## config.mk

```make
export PLATFORM = sky130hd
export DESIGN_NAME = kronos_core_ex
export DESIGN_NICKNAME = d
export VERILOG_FILES = /design/src/source/kronos_types.sv /design/src/source/kronos_core_ex.sv /design/src/source/kronos_decode.sv /design/src/source/kronos_ex.sv /design/src/source/kronos_regfile.sv /design/src/source/kronos_wb.sv
export VERILOG_INCLUDE_DIRS = /design/src /design/src/source
export SDC_FILE = /design/constraint.sdc
export NUM_CORES = 2
export LEC_CHECK = 0
export ABC_CLOCK_PERIOD_IN_PS = 7100
export BUFFER_PORTS_ARGS = -buffer_cell sky130_fd_sc_hd__buf_2
export CAP_MARGIN = 20
export CORE_MARGIN = 1
export CORE_UTILIZATION = 50
export DETAILED_ROUTE_END_ITERATION = 16
export PLACE_DENSITY = 0.65
export REMOVE_ABC_BUFFERS = 1
export SLEW_MARGIN = 20
export SYNTH_ARGS = -nofsm -noshare
export SYNTH_HDL_FRONTEND = slang
export SYNTH_HIERARCHICAL = 1
export SYNTH_SLANG_ARGS = --single-unit
```

## constraint.sdc

```tcl
create_clock -name clk -period 7.1 [get_ports clk]
set_clock_uncertainty 0.2 [all_clocks]
set_input_delay 0.355 -clock clk [delete_from_list [all_inputs] [get_ports clk]]
set_output_delay 0.355 -clock clk [all_outputs]
set_load 0.1 [all_outputs]
```

## src/source/kronos_defs.svh

```systemverilog
/* Global sizing macros for the execute core
   Data width, register count and register index width */

`ifndef KRONOS_DEFS_SVH
`define KRONOS_DEFS_SVH

// ========================================
// Datapath

// Integer register and ALU width
`define KRONOS_XLEN 32

// ========================================
// Register file

// Architectural integer registers, x0 included
`define KRONOS_NREGS 32

// Bits needed to index one register
`define KRONOS_REG_AW 5

`endif

```

## src/source/kronos_types.sv

```systemverilog
/* Shared types for the execute core
   Opcodes, ALU select, instruction union and pipe structs */

`include "kronos_defs.svh"

package kronos_types;

// Major opcodes that this core executes
localparam logic [6:0] OPC_OP     = 7'b0110011;
localparam logic [6:0] OPC_OP_IMM = 7'b0010011;

// Result source picked in EX2
typedef enum logic [2:0] {
    ALU_ADDER,
    ALU_AND,
    ALU_OR,
    ALU_XOR,
    ALU_COMP,
    ALU_SHIFT
} alu_sel_t;

// Register-register layout
typedef struct packed {
    logic [6:0]                funct7;
    logic [`KRONOS_REG_AW-1:0] rs2;
    logic [`KRONOS_REG_AW-1:0] rs1;
    logic [2:0]                funct3;
    logic [`KRONOS_REG_AW-1:0] rd;
    logic [6:0]                opcode;
} r_fmt_t;

// Register-immediate layout
typedef struct packed {
    logic [11:0]               imm12;
    logic [`KRONOS_REG_AW-1:0] rs1;
    logic [2:0]                funct3;
    logic [`KRONOS_REG_AW-1:0] rd;
    logic [6:0]                opcode;
} i_fmt_t;

// One instruction word, two views
typedef union packed {
    r_fmt_t r_fmt;
    i_fmt_t i_fmt;
} instr_t;

// Decode to execute
typedef struct packed {
    logic [`KRONOS_XLEN-1:0]   op1;
    logic [`KRONOS_XLEN-1:0]   op2;
    logic [`KRONOS_REG_AW-1:0] rs1;
    logic [`KRONOS_REG_AW-1:0] rs2;
    logic                      rs1_read;
    logic                      rs2_read;
    logic [`KRONOS_REG_AW-1:0] rd;
    logic                      rd_write;
    alu_sel_t                  sel;
    logic                      neg;
    logic                      rev;
    logic                      cin;
    logic                      uns;
    logic                      eq;
    logic                      inv;
    logic                      shr;
    logic                      illegal;
} pipeIDEX_t;

// Execute to writeback, also the retire record
typedef struct packed {
    logic [`KRONOS_XLEN-1:0]   result1;
    logic [`KRONOS_REG_AW-1:0] rd;
    logic                      rd_write;
    logic                      illegal;
} pipeEXWB_t;

endpackage

```

## src/source/kronos_core_ex.sv

```systemverilog
/* Execute core top level
   Decode, execute, writeback and register file */

`include "kronos_defs.svh"

module kronos_core_ex (
    input  logic                    clk,
    input  logic                    rstz,
    input  kronos_types::instr_t    instr,
    input  logic                    instr_vld,
    output logic                    instr_rdy,
    output kronos_types::pipeEXWB_t retire,
    output logic                    retire_vld,
    input  logic                    retire_rdy
);

kronos_types::pipeIDEX_t decode;
kronos_types::pipeEXWB_t execute;
logic id_vld, id_rdy, ex_vld, ex_rdy;
logic [`KRONOS_REG_AW-1:0] rs1_addr, rs2_addr, wr_addr;
logic [`KRONOS_XLEN-1:0] rs1_data, rs2_data, wr_data, fwd_data;
logic wr_en, fwd_vld;

// ========================================
// Pipeline stages

kronos_decode u_decode (
    .clk       (clk),
    .rstz      (rstz),
    .instr     (instr),
    .instr_vld (instr_vld),
    .instr_rdy (instr_rdy),
    .rs1_addr  (rs1_addr),
    .rs2_addr  (rs2_addr),
    .rs1_data  (rs1_data),
    .rs2_data  (rs2_data),
    .decode    (decode),
    .id_vld    (id_vld),
    .id_rdy    (id_rdy)
);

kronos_ex u_ex (
    .clk      (clk),
    .rstz     (rstz),
    .decode   (decode),
    .id_vld   (id_vld),
    .id_rdy   (id_rdy),
    .execute  (execute),
    .ex_vld   (ex_vld),
    .ex_rdy   (ex_rdy),
    .fwd_data (fwd_data),
    .fwd_vld  (fwd_vld)
);

kronos_wb u_wb (
    .clk        (clk),
    .rstz       (rstz),
    .execute    (execute),
    .ex_vld     (ex_vld),
    .ex_rdy     (ex_rdy),
    .retire     (retire),
    .retire_vld (retire_vld),
    .retire_rdy (retire_rdy),
    .wr_en      (wr_en),
    .wr_addr    (wr_addr),
    .wr_data    (wr_data),
    .fwd_data   (fwd_data),
    .fwd_vld    (fwd_vld)
);

// Decode reads, writeback writes
kronos_regfile u_regfile (
    .clk      (clk),
    .rstz     (rstz),
    .rs1_addr (rs1_addr),
    .rs2_addr (rs2_addr),
    .rs1_data (rs1_data),
    .rs2_data (rs2_data),
    .wr_en    (wr_en),
    .wr_addr  (wr_addr),
    .wr_data  (wr_data)
);

endmodule

```

## src/source/kronos_decode.sv

```systemverilog
/* Instruction buffer and decoder
   Field decode, immediate build and register read into the ID/EX pipe */

`include "kronos_defs.svh"

module kronos_decode (
    input  logic                      clk,
    input  logic                      rstz,
    input  kronos_types::instr_t      instr,
    input  logic                      instr_vld,
    output logic                      instr_rdy,
    output logic [`KRONOS_REG_AW-1:0] rs1_addr,
    output logic [`KRONOS_REG_AW-1:0] rs2_addr,
    input  logic [`KRONOS_XLEN-1:0]   rs1_data,
    input  logic [`KRONOS_XLEN-1:0]   rs2_data,
    output kronos_types::pipeIDEX_t   decode,
    output logic                      id_vld,
    input  logic                      id_rdy
);

kronos_types::instr_t instr_q;
logic buf_vld;
logic is_op, is_imm, legal;
logic [6:0] funct7;
logic [`KRONOS_XLEN-1:0] imm;

// ========================================
// Instruction buffer

// Refill when empty or when the held word moves on
assign instr_rdy = ~buf_vld | id_rdy;
assign id_vld    = buf_vld;

always_ff @(posedge clk or negedge rstz) begin
    if (~rstz) buf_vld <= 1'b0;
    else if (instr_rdy) buf_vld <= instr_vld;
end

always_ff @(posedge clk) begin
    if (instr_vld && instr_rdy) instr_q <= instr;
end

// ========================================
// Field decode

assign is_op  = instr_q.r_fmt.opcode == kronos_types::OPC_OP;
assign is_imm = instr_q.r_fmt.opcode == kronos_types::OPC_OP_IMM;

// Upper bits are funct7 for OP, top of the immediate for OP-IMM
assign funct7 = is_imm ? instr_q.i_fmt.imm12[11:5] : instr_q.r_fmt.funct7;

// Sign-extended I-type immediate
assign imm = {{(`KRONOS_XLEN-12){instr_q.i_fmt.imm12[11]}}, instr_q.i_fmt.imm12};

// Register file read, combinational
assign rs1_addr = instr_q.r_fmt.rs1;
assign rs2_addr = instr_q.r_fmt.rs2;

always_comb begin
    decode          = '0;
    decode.op1      = rs1_data;
    decode.op2      = is_imm ? imm : rs2_data;
    decode.rs1      = instr_q.r_fmt.rs1;
    decode.rs2      = instr_q.r_fmt.rs2;
    decode.rs1_read = is_op | is_imm;
    // OP-IMM takes op2 from the immediate
    decode.rs2_read = is_op;
    decode.rd       = instr_q.r_fmt.rd;
    decode.rd_write = 1'b1;
    decode.sel      = kronos_types::ALU_ADDER;
    legal           = is_op | is_imm;

    case (instr_q.r_fmt.funct3)
        3'b000: begin
            // ADD, ADDI, SUB
            if (is_op && funct7 == 7'b0100000) begin
                decode.neg = 1'b1;
                decode.cin = 1'b1;
            end
            else if (is_op && funct7 != 7'b0) legal = 1'b0;
        end
        3'b001: begin
            // Left shift runs reversed through the right shifter
            decode.sel = kronos_types::ALU_SHIFT;
            decode.rev = 1'b1;
            if (funct7 != 7'b0) legal = 1'b0;
        end
        3'b010, 3'b011: begin
            // SLT and SLTU subtract and look at sign or carry
            decode.sel = kronos_types::ALU_COMP;
            decode.neg = 1'b1;
            decode.cin = 1'b1;
            decode.uns = instr_q.r_fmt.funct3[0];
            decode.eq  = 1'b0;
            decode.inv = 1'b0;
            if (is_op && funct7 != 7'b0) legal = 1'b0;
        end
        3'b101: begin
            // SRL or SRA, cin selects sign fill
            decode.sel = kronos_types::ALU_SHIFT;
            decode.shr = 1'b1;
            if (funct7 == 7'b0100000) decode.cin = 1'b1;
            else if (funct7 != 7'b0) legal = 1'b0;
        end
        default: begin
            // XOR, OR and AND share the logic unit
            case (instr_q.r_fmt.funct3)
                3'b100:  decode.sel = kronos_types::ALU_XOR;
                3'b110:  decode.sel = kronos_types::ALU_OR;
                default: decode.sel = kronos_types::ALU_AND;
            endcase
            if (is_op && funct7 != 7'b0) legal = 1'b0;
        end
    endcase

    // Unknown encodings retire with no write
    if (!legal) begin
        decode.illegal  = 1'b1;
        decode.rd_write = 1'b0;
    end
end

endmodule

```

## src/source/kronos_ex.sv

```systemverilog
/* Two-cycle ALU with hazard forwarding
   Carry-select adder, logic unit, comparator, barrel shifter and sequencer */

`include "kronos_defs.svh"

module kronos_ex (
    input  logic                    clk,
    input  logic                    rstz,
    input  kronos_types::pipeIDEX_t decode,
    input  logic                    id_vld,
    output logic                    id_rdy,
    output kronos_types::pipeEXWB_t execute,
    output logic                    ex_vld,
    input  logic                    ex_rdy,
    input  logic [`KRONOS_XLEN-1:0] fwd_data,
    input  logic                    fwd_vld
);

localparam int HALF = `KRONOS_XLEN / 2;

typedef enum logic {EX1, EX2} ex_state_t;
ex_state_t state, next_state;

logic accept;
logic is_pending, pend_wb, use_fwd;
logic [`KRONOS_REG_AW-1:0] rpend;
logic rs1_hazard, rs2_hazard;
logic [`KRONOS_XLEN-1:0] op1, op2, adder_b, logic_res;
logic [HALF-1:0] adder_rl, adder_rh0, adder_rh1;
logic cout_rl, cout_rh0, cout_rh1, cout;
logic [`KRONOS_XLEN-1:0] r_adder, r_logic;
logic a_sign, b_sign, eq_l, eq_h;
logic check_uns, check_eq, invert;
logic lt, ltu, eq, r_comp;
logic [`KRONOS_XLEN-1:0] shift_in, shift_q, r_shift;
logic [2*`KRONOS_XLEN-1:0] shift_coarse, shift_fine;
logic shift_fill, fill_q, rev_q;
logic [2:0] shamt_lo;
kronos_types::alu_sel_t sel_q;

// ========================================
// Hazard check

// Only the last accepted writer is tracked, older ones are written by now
assign rs1_hazard = is_pending && decode.rs1_read && (decode.rs1 == rpend);
assign rs2_hazard = is_pending && decode.rs2_read && (decode.rs2 == rpend);

// Tracked result sitting in writeback
assign use_fwd = pend_wb && fwd_vld;
assign op1 = (rs1_hazard && use_fwd) ? fwd_data : decode.op1;
assign op2 = (rs2_hazard && use_fwd) ? fwd_data : decode.op2;

// Hold off while the result is still inside execute
assign id_rdy = (state == EX1) && (~ex_vld || ex_rdy)
             && !((rs1_hazard || rs2_hazard) && !pend_wb);
assign accept = id_vld && id_rdy;

// ========================================
// EX1 datapath

// Negated op2 plus cin gives op1 - op2
assign adder_b = decode.neg ? ~op2 : op2;

// Logic unit, only one result is kept
always_comb begin
    case (decode.sel)
        kronos_types::ALU_AND: logic_res = op1 & op2;
        kronos_types::ALU_OR:  logic_res = op1 | op2;
        default:               logic_res = op1 ^ op2;
    endcase
end

// Shifter stage 1 moves by whole bytes
assign shift_in     = decode.rev ? {<<{op1}} : op1;
assign shift_fill   = decode.shr & decode.cin & op1[`KRONOS_XLEN-1];
assign shift_coarse = {{`KRONOS_XLEN{shift_fill}}, shift_in} >> {op2[4:3], 3'b000};

always_ff @(posedge clk) begin
    // Low half and both guesses for the high half
    {cout_rl, adder_rl} <= {1'b0, op1[HALF-1:0]} + {1'b0, adder_b[HALF-1:0]}
                         + {{HALF{1'b0}}, decode.cin};
    {cout_rh0, adder_rh0} <= {1'b0, op1[`KRONOS_XLEN-1:HALF]}
                           + {1'b0, adder_b[`KRONOS_XLEN-1:HALF]};
    {cout_rh1, adder_rh1} <= {1'b0, op1[`KRONOS_XLEN-1:HALF]}
                           + {1'b0, adder_b[`KRONOS_XLEN-1:HALF]} + {{HALF{1'b0}}, 1'b1};
    r_logic <= logic_res;

    // Comparator inputs for the second cycle
    a_sign    <= op1[`KRONOS_XLEN-1];
    b_sign    <= op2[`KRONOS_XLEN-1];
    check_uns <= decode.uns;
    check_eq  <= decode.eq;
    invert    <= decode.inv;
    eq_l      <= op1[HALF-1:0] == op2[HALF-1:0];
    eq_h      <= op1[`KRONOS_XLEN-1:HALF] == op2[`KRONOS_XLEN-1:HALF];

    shift_q  <= shift_coarse[`KRONOS_XLEN-1:0];
    fill_q   <= shift_fill;
    rev_q    <= decode.rev;
    shamt_lo <= op2[2:0];
    sel_q    <= decode.sel;
end

// ========================================
// EX2 datapath

// Low carry picks the high half
assign r_adder = {cout_rl ? adder_rh1 : adder_rh0, adder_rl};
assign cout    = cout_rl ? cout_rh1 : cout_rh0;

always_comb begin
    // Same signs cannot overflow, so the difference sign decides
    case ({a_sign, b_sign})
        2'b01:   lt = 1'b0;
        2'b10:   lt = 1'b1;
        default: lt = r_adder[`KRONOS_XLEN-1];
    endcase
    // No borrow out means op1 >= op2 unsigned
    ltu = ~cout;
    eq  = eq_l & eq_h;
    if (check_eq) r_comp = invert ? ~eq : eq;
    else if (check_uns) r_comp = invert ? ~ltu : ltu;
    else r_comp = invert ? ~lt : lt;
end

// Shifter stage 2, bit steps then undo the reversal
assign shift_fine = {{`KRONOS_XLEN{fill_q}}, shift_q} >> shamt_lo;
assign r_shift    = rev_q ? {<<{shift_fine[`KRONOS_XLEN-1:0]}} : shift_fine[`KRONOS_XLEN-1:0];

// ========================================
// Sequencer

always_comb begin
    next_state = EX1;
    if (state == EX1 && accept) next_state = EX2;
end

always_ff @(posedge clk or negedge rstz) begin
    if (~rstz) begin
        state      <= EX1;
        ex_vld     <= 1'b0;
        is_pending <= 1'b0;
        pend_wb    <= 1'b0;
        rpend      <= '0;
    end
    else begin
        state <= next_state;
        if (state == EX2) ex_vld <= 1'b1;
        else if (ex_rdy) ex_vld <= 1'b0;

        if (accept) begin
            // x0 never needs forwarding
            is_pending <= decode.rd_write && (decode.rd != '0);
            pend_wb    <= 1'b0;
            rpend      <= decode.rd;
        end
        else if (ex_vld && ex_rdy) pend_wb <= is_pending;
        else if (pend_wb && !fwd_vld) begin
            // Written back, the register file is current again
            is_pending <= 1'b0;
            pend_wb    <= 1'b0;
        end
    end
end

// Controls on accept, result at the end of EX2
always_ff @(posedge clk) begin
    if (accept) begin
        execute.rd       <= decode.rd;
        execute.rd_write <= decode.rd_write;
        execute.illegal  <= decode.illegal;
    end
    if (state == EX2) begin
        case (sel_q)
            kronos_types::ALU_ADDER: execute.result1 <= r_adder;
            kronos_types::ALU_COMP:  execute.result1 <= {{(`KRONOS_XLEN-1){1'b0}}, r_comp};
            kronos_types::ALU_SHIFT: execute.result1 <= r_shift;
            default:                 execute.result1 <= r_logic;
        endcase
    end
end

// ========================================
// Assertions

a_vld_from_ex2: assert property (@(posedge clk) disable iff (!rstz)
    $rose(ex_vld) |-> $past(state) == EX2);

a_no_accept_ex2: assert property (@(posedge clk) disable iff (!rstz)
    (state == EX2) |-> !(id_vld && id_rdy));

a_out_stable: assert property (@(posedge clk) disable iff (!rstz)
    (ex_vld && !ex_rdy) |=> ex_vld && $stable(execute));

endmodule

```

## src/source/kronos_regfile.sv

```systemverilog
/* Integer register file, 2 read ports and 1 write port
   x0 reads as zero, a same-cycle write passes straight to the read ports */

`include "kronos_defs.svh"

module kronos_regfile (
    input  logic                      clk,
    input  logic                      rstz,
    input  logic [`KRONOS_REG_AW-1:0] rs1_addr,
    input  logic [`KRONOS_REG_AW-1:0] rs2_addr,
    output logic [`KRONOS_XLEN-1:0]   rs1_data,
    output logic [`KRONOS_XLEN-1:0]   rs2_data,
    input  logic                      wr_en,
    input  logic [`KRONOS_REG_AW-1:0] wr_addr,
    input  logic [`KRONOS_XLEN-1:0]   wr_data
);

logic [`KRONOS_XLEN-1:0] regs [`KRONOS_NREGS];

// One read port
function automatic logic [`KRONOS_XLEN-1:0] read_port(
    input logic [`KRONOS_REG_AW-1:0] addr
);
    logic [`KRONOS_XLEN-1:0] data;
    if (addr == '0) data = '0;
    // Bypass a write landing this edge
    else if (wr_en && wr_addr == addr) data = wr_data;
    else data = regs[addr];
    return data;
endfunction

always_comb begin
    rs1_data = read_port(rs1_addr);
    rs2_data = read_port(rs2_addr);
end

// Writes to x0 are dropped
always_ff @(posedge clk or negedge rstz) begin
    if (~rstz) begin
        for (int i = 0; i < `KRONOS_NREGS; i++) regs[i] <= '0;
    end
    else if (wr_en && wr_addr != '0) begin
        regs[wr_addr] <= wr_data;
    end
end

a_wr_addr_known: assert property (@(posedge clk) disable iff (!rstz)
    wr_en |-> !$isunknown(wr_addr));

endmodule

```

## src/source/kronos_wb.sv

```systemverilog
/* Writeback holding register
   Retire port, register write and forwarding source */

`include "kronos_defs.svh"

module kronos_wb (
    input  logic                      clk,
    input  logic                      rstz,
    input  kronos_types::pipeEXWB_t   execute,
    input  logic                      ex_vld,
    output logic                      ex_rdy,
    output kronos_types::pipeEXWB_t   retire,
    output logic                      retire_vld,
    input  logic                      retire_rdy,
    output logic                      wr_en,
    output logic [`KRONOS_REG_AW-1:0] wr_addr,
    output logic [`KRONOS_XLEN-1:0]   wr_data,
    output logic [`KRONOS_XLEN-1:0]   fwd_data,
    output logic                      fwd_vld
);

logic wb_vld;

// Single entry, takes a new result as the old one retires
assign ex_rdy     = ~wb_vld | retire_rdy;
assign retire_vld = wb_vld;

always_ff @(posedge clk or negedge rstz) begin
    if (~rstz) wb_vld <= 1'b0;
    else if (ex_rdy) wb_vld <= ex_vld;
end

always_ff @(posedge clk) begin
    if (ex_vld && ex_rdy) retire <= execute;
end

// Register write on the retire transfer
assign wr_en   = wb_vld & retire_rdy & retire.rd_write & ~retire.illegal;
assign wr_addr = retire.rd;
assign wr_data = retire.result1;

// Held value is not in the register file yet
assign fwd_data = retire.result1;
assign fwd_vld  = wb_vld & retire.rd_write;

endmodule

```

==> impl_metrics.ini <==
[place]
gp_congestion = 0.9880
numPlacedInstances = 6976
dpl.hpwl_um = 152800
io_buffers = 76

[critical_path]
slowest_delay_ns = 0.85
path_buf_inv = 5
worstSetupStartpointType = flop
arrival_ns = 7.19
crit_required_ns = 7.57
path_delay_family = compound AO/OA/AOI/OAI gates
endpoint_kind = flop
crit_fanout = 13
critPathKind = reg -> reg
crit_top_cell = a21oi_1
cp_cell_sequence = buf_12, buf_12, buf_4, mux4_2, nor2b_1, a211oi_1, a211oi_1, a311o_1, mux2i_1, buf_4, inv_1, ha_1, a21o_1, a21oi_1, o21ai_0, a21oi_1, o21ai_0, a21oi_1, nand2b_1, a21boi_0, o41ai_1, o21ai_0, a21oi_1, o21bai_1
cp_slowest_cell = a211oi_1

[clocking]
insertion_delay_ns = 0.79
cts_resized = 0
postCtsSetupBuffers = 0
clockBufferDepth = 3
cts_made_buffers = 141
clk_pin_slew_ns = 0.06
cts-root-buf = clkbuf_16
h-tree-depth = 4
clock_sinks = 1275
holdBufCountCts = 35
cts_tree = built

[timing]
whs_ns = -0.01036
clock.fmax_mhz = 148.9
hold_viol_final = 3
period_share = 0.9458
max_slew_margin = 0.1968
maxSlewViolCount = 0
setup_viol = 0
tns_ns = 0
post-route-min-period_ns = 6.715
rsz0062_at_grt = no
worst_pin_slew_ns = 1.202

[die]
dieArea_um2 = 143800
design.portCount = 77
core-area_um2 = 141400
die_h_um = 379.3
start_util = 0.5032
core.rowCount = 138
die-width_um = 379.3

[pwr]
switchingPower_w = 0.009330
p_sw_frac = 0.3789
ir_worst_vdd_v = 0.0002452
p_total_w = 0.02462
leakage_nw = 35.83
pwr-share-comb = 0.343
power_density_nw_per_um2 = 315.3
power_frac_seq = 0.355
internal-power_w = 0.01529
p_clk_frac = 0.302

[detailed_routing]
drt_iter0_markers = 6113
drc = 0
antenna_left = 0
wl_per_cell_um = 33.49
viasPerCell = 6.818
first_pass_iters = 6
routed_wl_um = 243400
via_count = 49548

[run_status]
status = complete, but fails checks
violations = negative hold slack

[layout]
fin_nets = 5397
final_cell_count_no_fill = 7267
drive_above_1_share = 0.4001
syn2layout_area_growth_pct = 9.741

[synthesis]
syn_area_um2 = 71160
yosys.area.top_type = dfrtp_1
synthFlopType = dfrtp_1
avgSynthCellArea_um2 = 13.15
async_reset_ff_frac = 0.8118
synth-edff-count = 110
ys.warnings.count = 6
syn_inst = 5411
ys_types = 97
synth.yosys.seq_area_share = 0.4470
ys_top_cells_by_area = dfrtp_1, mux2_2, mux4_2
ys_ff_latch = 1275
synth_top_area_share = 0.3640

[global_routing]
antenna_found_initial = 6
grt_max_degree = 169
overflow = 0
grt_pass1_wl_um = 351800
gr-usage-all-layers = 0.3402
grt_pass1_vias = 48963

[hold_path]
hp-class = in -> async

[flow_run]
cap_violations = 0
state kept, by name, summed over array words and instances, names as in the netlist, 2 cells and up:
register          flops
u_decode/instr_q     32
u_ex/adder_rh0       16
u_ex/adder_rh1       16
u_ex/adder_rl        16
u_ex/execute         39
u_ex/r_logic         32
u_ex/rpend            5
u_ex/sel_q            3
u_ex/shamt_lo         3
u_ex/shift_q         32
u_regfile/regs     1024
u_wb/fwd_data        32
u_wb/retire           2
u_wb/wr_addr          5
cell usage in the layout (no fill, tap or decap), drive strengths merged, types with 59 or more instances in the layout:
cell type	instances
o21ai	101
buf	320
ha	95
a211oi	86
dfxtp	130
inv	119
nor2	159
o22ai	59
edfxtp	110
mux2	1063
clkbuf	209
mux4	453
mux2i	288
xnor2	81
dfrtp	1035
a21oi	157
nand2	177
layer usage:
layer,vias up,routed length [µm],track usage,part of all wire
li1,20141,-,-,-
met3,666,26090,0.09311,0.11
met2,2734,108800,0.5111,0.45
met1,25999,95050,0.4542,0.39
met4,8,13460,0.1678,0.055
met5,-,45,0,0.00018
worst reg2reg max path, stage by stage (launching register included):
cell	delay, ns
edfxtp_1	0.62
buf_12	0.22
buf_12	0.22
buf_4	0.22
mux4_2	0.50
nor2b_1	0.15
a211oi_1	0.85
a211oi_1	0.14
a311o_1	0.36
mux2i_1	0.21
buf_4	0.19
inv_1	0.08
ha_1	0.34
a21o_1	0.19
a21oi_1	0.21
o21ai_0	0.14
a21oi_1	0.25
o21ai_0	0.12
a21oi_1	0.23
nand2b_1	0.14
a21boi_0	0.13
o41ai_1	0.42
o21ai_0	0.23
a21oi_1	0.19
o21bai_1	0.07
area by class of cell:
cell class                      instances  area (µm²)
Antenna cell                            1       2.502
Clock buffer                          209        4159
Clock inverter                         46       490.5
Fill cell                           11629       63320
Inverter                              113       424.2
Multi-Input combinational cell       3378       35920
Sequential cell                      1275       31810
Tap cell                             1890        2365
Timing Repair Buffer                  355        2927
power groups by stage:
stage	logic [W]	clock network [W]	registers, W
after floorplan	0.00396	0	0.0102
after global placement	0.00822	0	0.00882
after detailed placement	0.00824	0	0.00885
after CTS	0.00829	0.00754	0.00872
after global routing	0.00882	0.00785	0.00880
final	0.00845	0.00744	0.00873
stage by stage:
step             util  instance area [µm²]  setup WS (ns)
3_5_place_dp   0.5168                73090         0.6035
4_1_cts        0.5522                78080         0.5614
5_1_grt        0.5522                78090         0.2051
2_1_floorplan       -                67900         -9.417
6_report       0.5522                78090         0.3851
3_3_place_gp   0.5168                73090         0.6770
cells in the mapped netlist (10+ instances only):
master and number:
mux2_2 1054, dfrtp_1 1035, mux4_2 453, clkbuf_1 326
mux2i_1 288, nand2_1 177, nor2_1 158, a21oi_1 157
buf_4 155, dfxtp_1 130, inv_1 111, edfxtp_1 110
o21ai_0 97, ha_1 95, a211oi_1 86, xnor2_1 80
buf_2 79, buf_1 67, o22ai_1 59, a221o_1 48
a22oi_1 47, nor2b_1 47, o221ai_1 39, a221oi_1 38
nand3_1 35, a21o_1 29, o211ai_1 28, a31oi_1 27
nor3_1 27, nand2b_1 26, nor4_1 23, o22a_1 23
and3_1 21, buf_6 16, nor3b_1 13, nand4_1 12
a311o_1 11, and2_1 11, o21a_1 10
cells by family (layout without fill, tap and decap cells):
family	after synthesis	after routing	synth area share
compound gates	785	785	0.07809
xor+xnor	88	88	0.01104
fa+ha+maj	97	97	0.01727
buf+inv	759	723	0.05183
flops	1275	1275	0.4470
mux	1804	1804	0.3526
other cells	1	3	0.00005270
simple gates	602	602	0.04218
path summary, 6_finish.rpt:
path / startpoint / end / slack (ns) / depth (start not counted)
worst max-delay path: u_decode/instr_q[15] / u_ex/cout_rl / 0.39 / 24
worst min-delay path: rstz / u_regfile/regs[504] / -0.01 / 2
worst max register to register: u_decode/instr_q[15] / u_ex/cout_rl / 0.39 / 24
worst min register to register: u_regfile/regs[1023] / u_regfile/regs[1023] / 0.19 / 0
max in group asynchronous: rstz / u_regfile/regs[724] / 5.16 / 3
min in group clk: instr[11] / u_decode/instr_q[11] / 0.08 / 2
No activity file was read; power rests on OpenSTA's default activity.
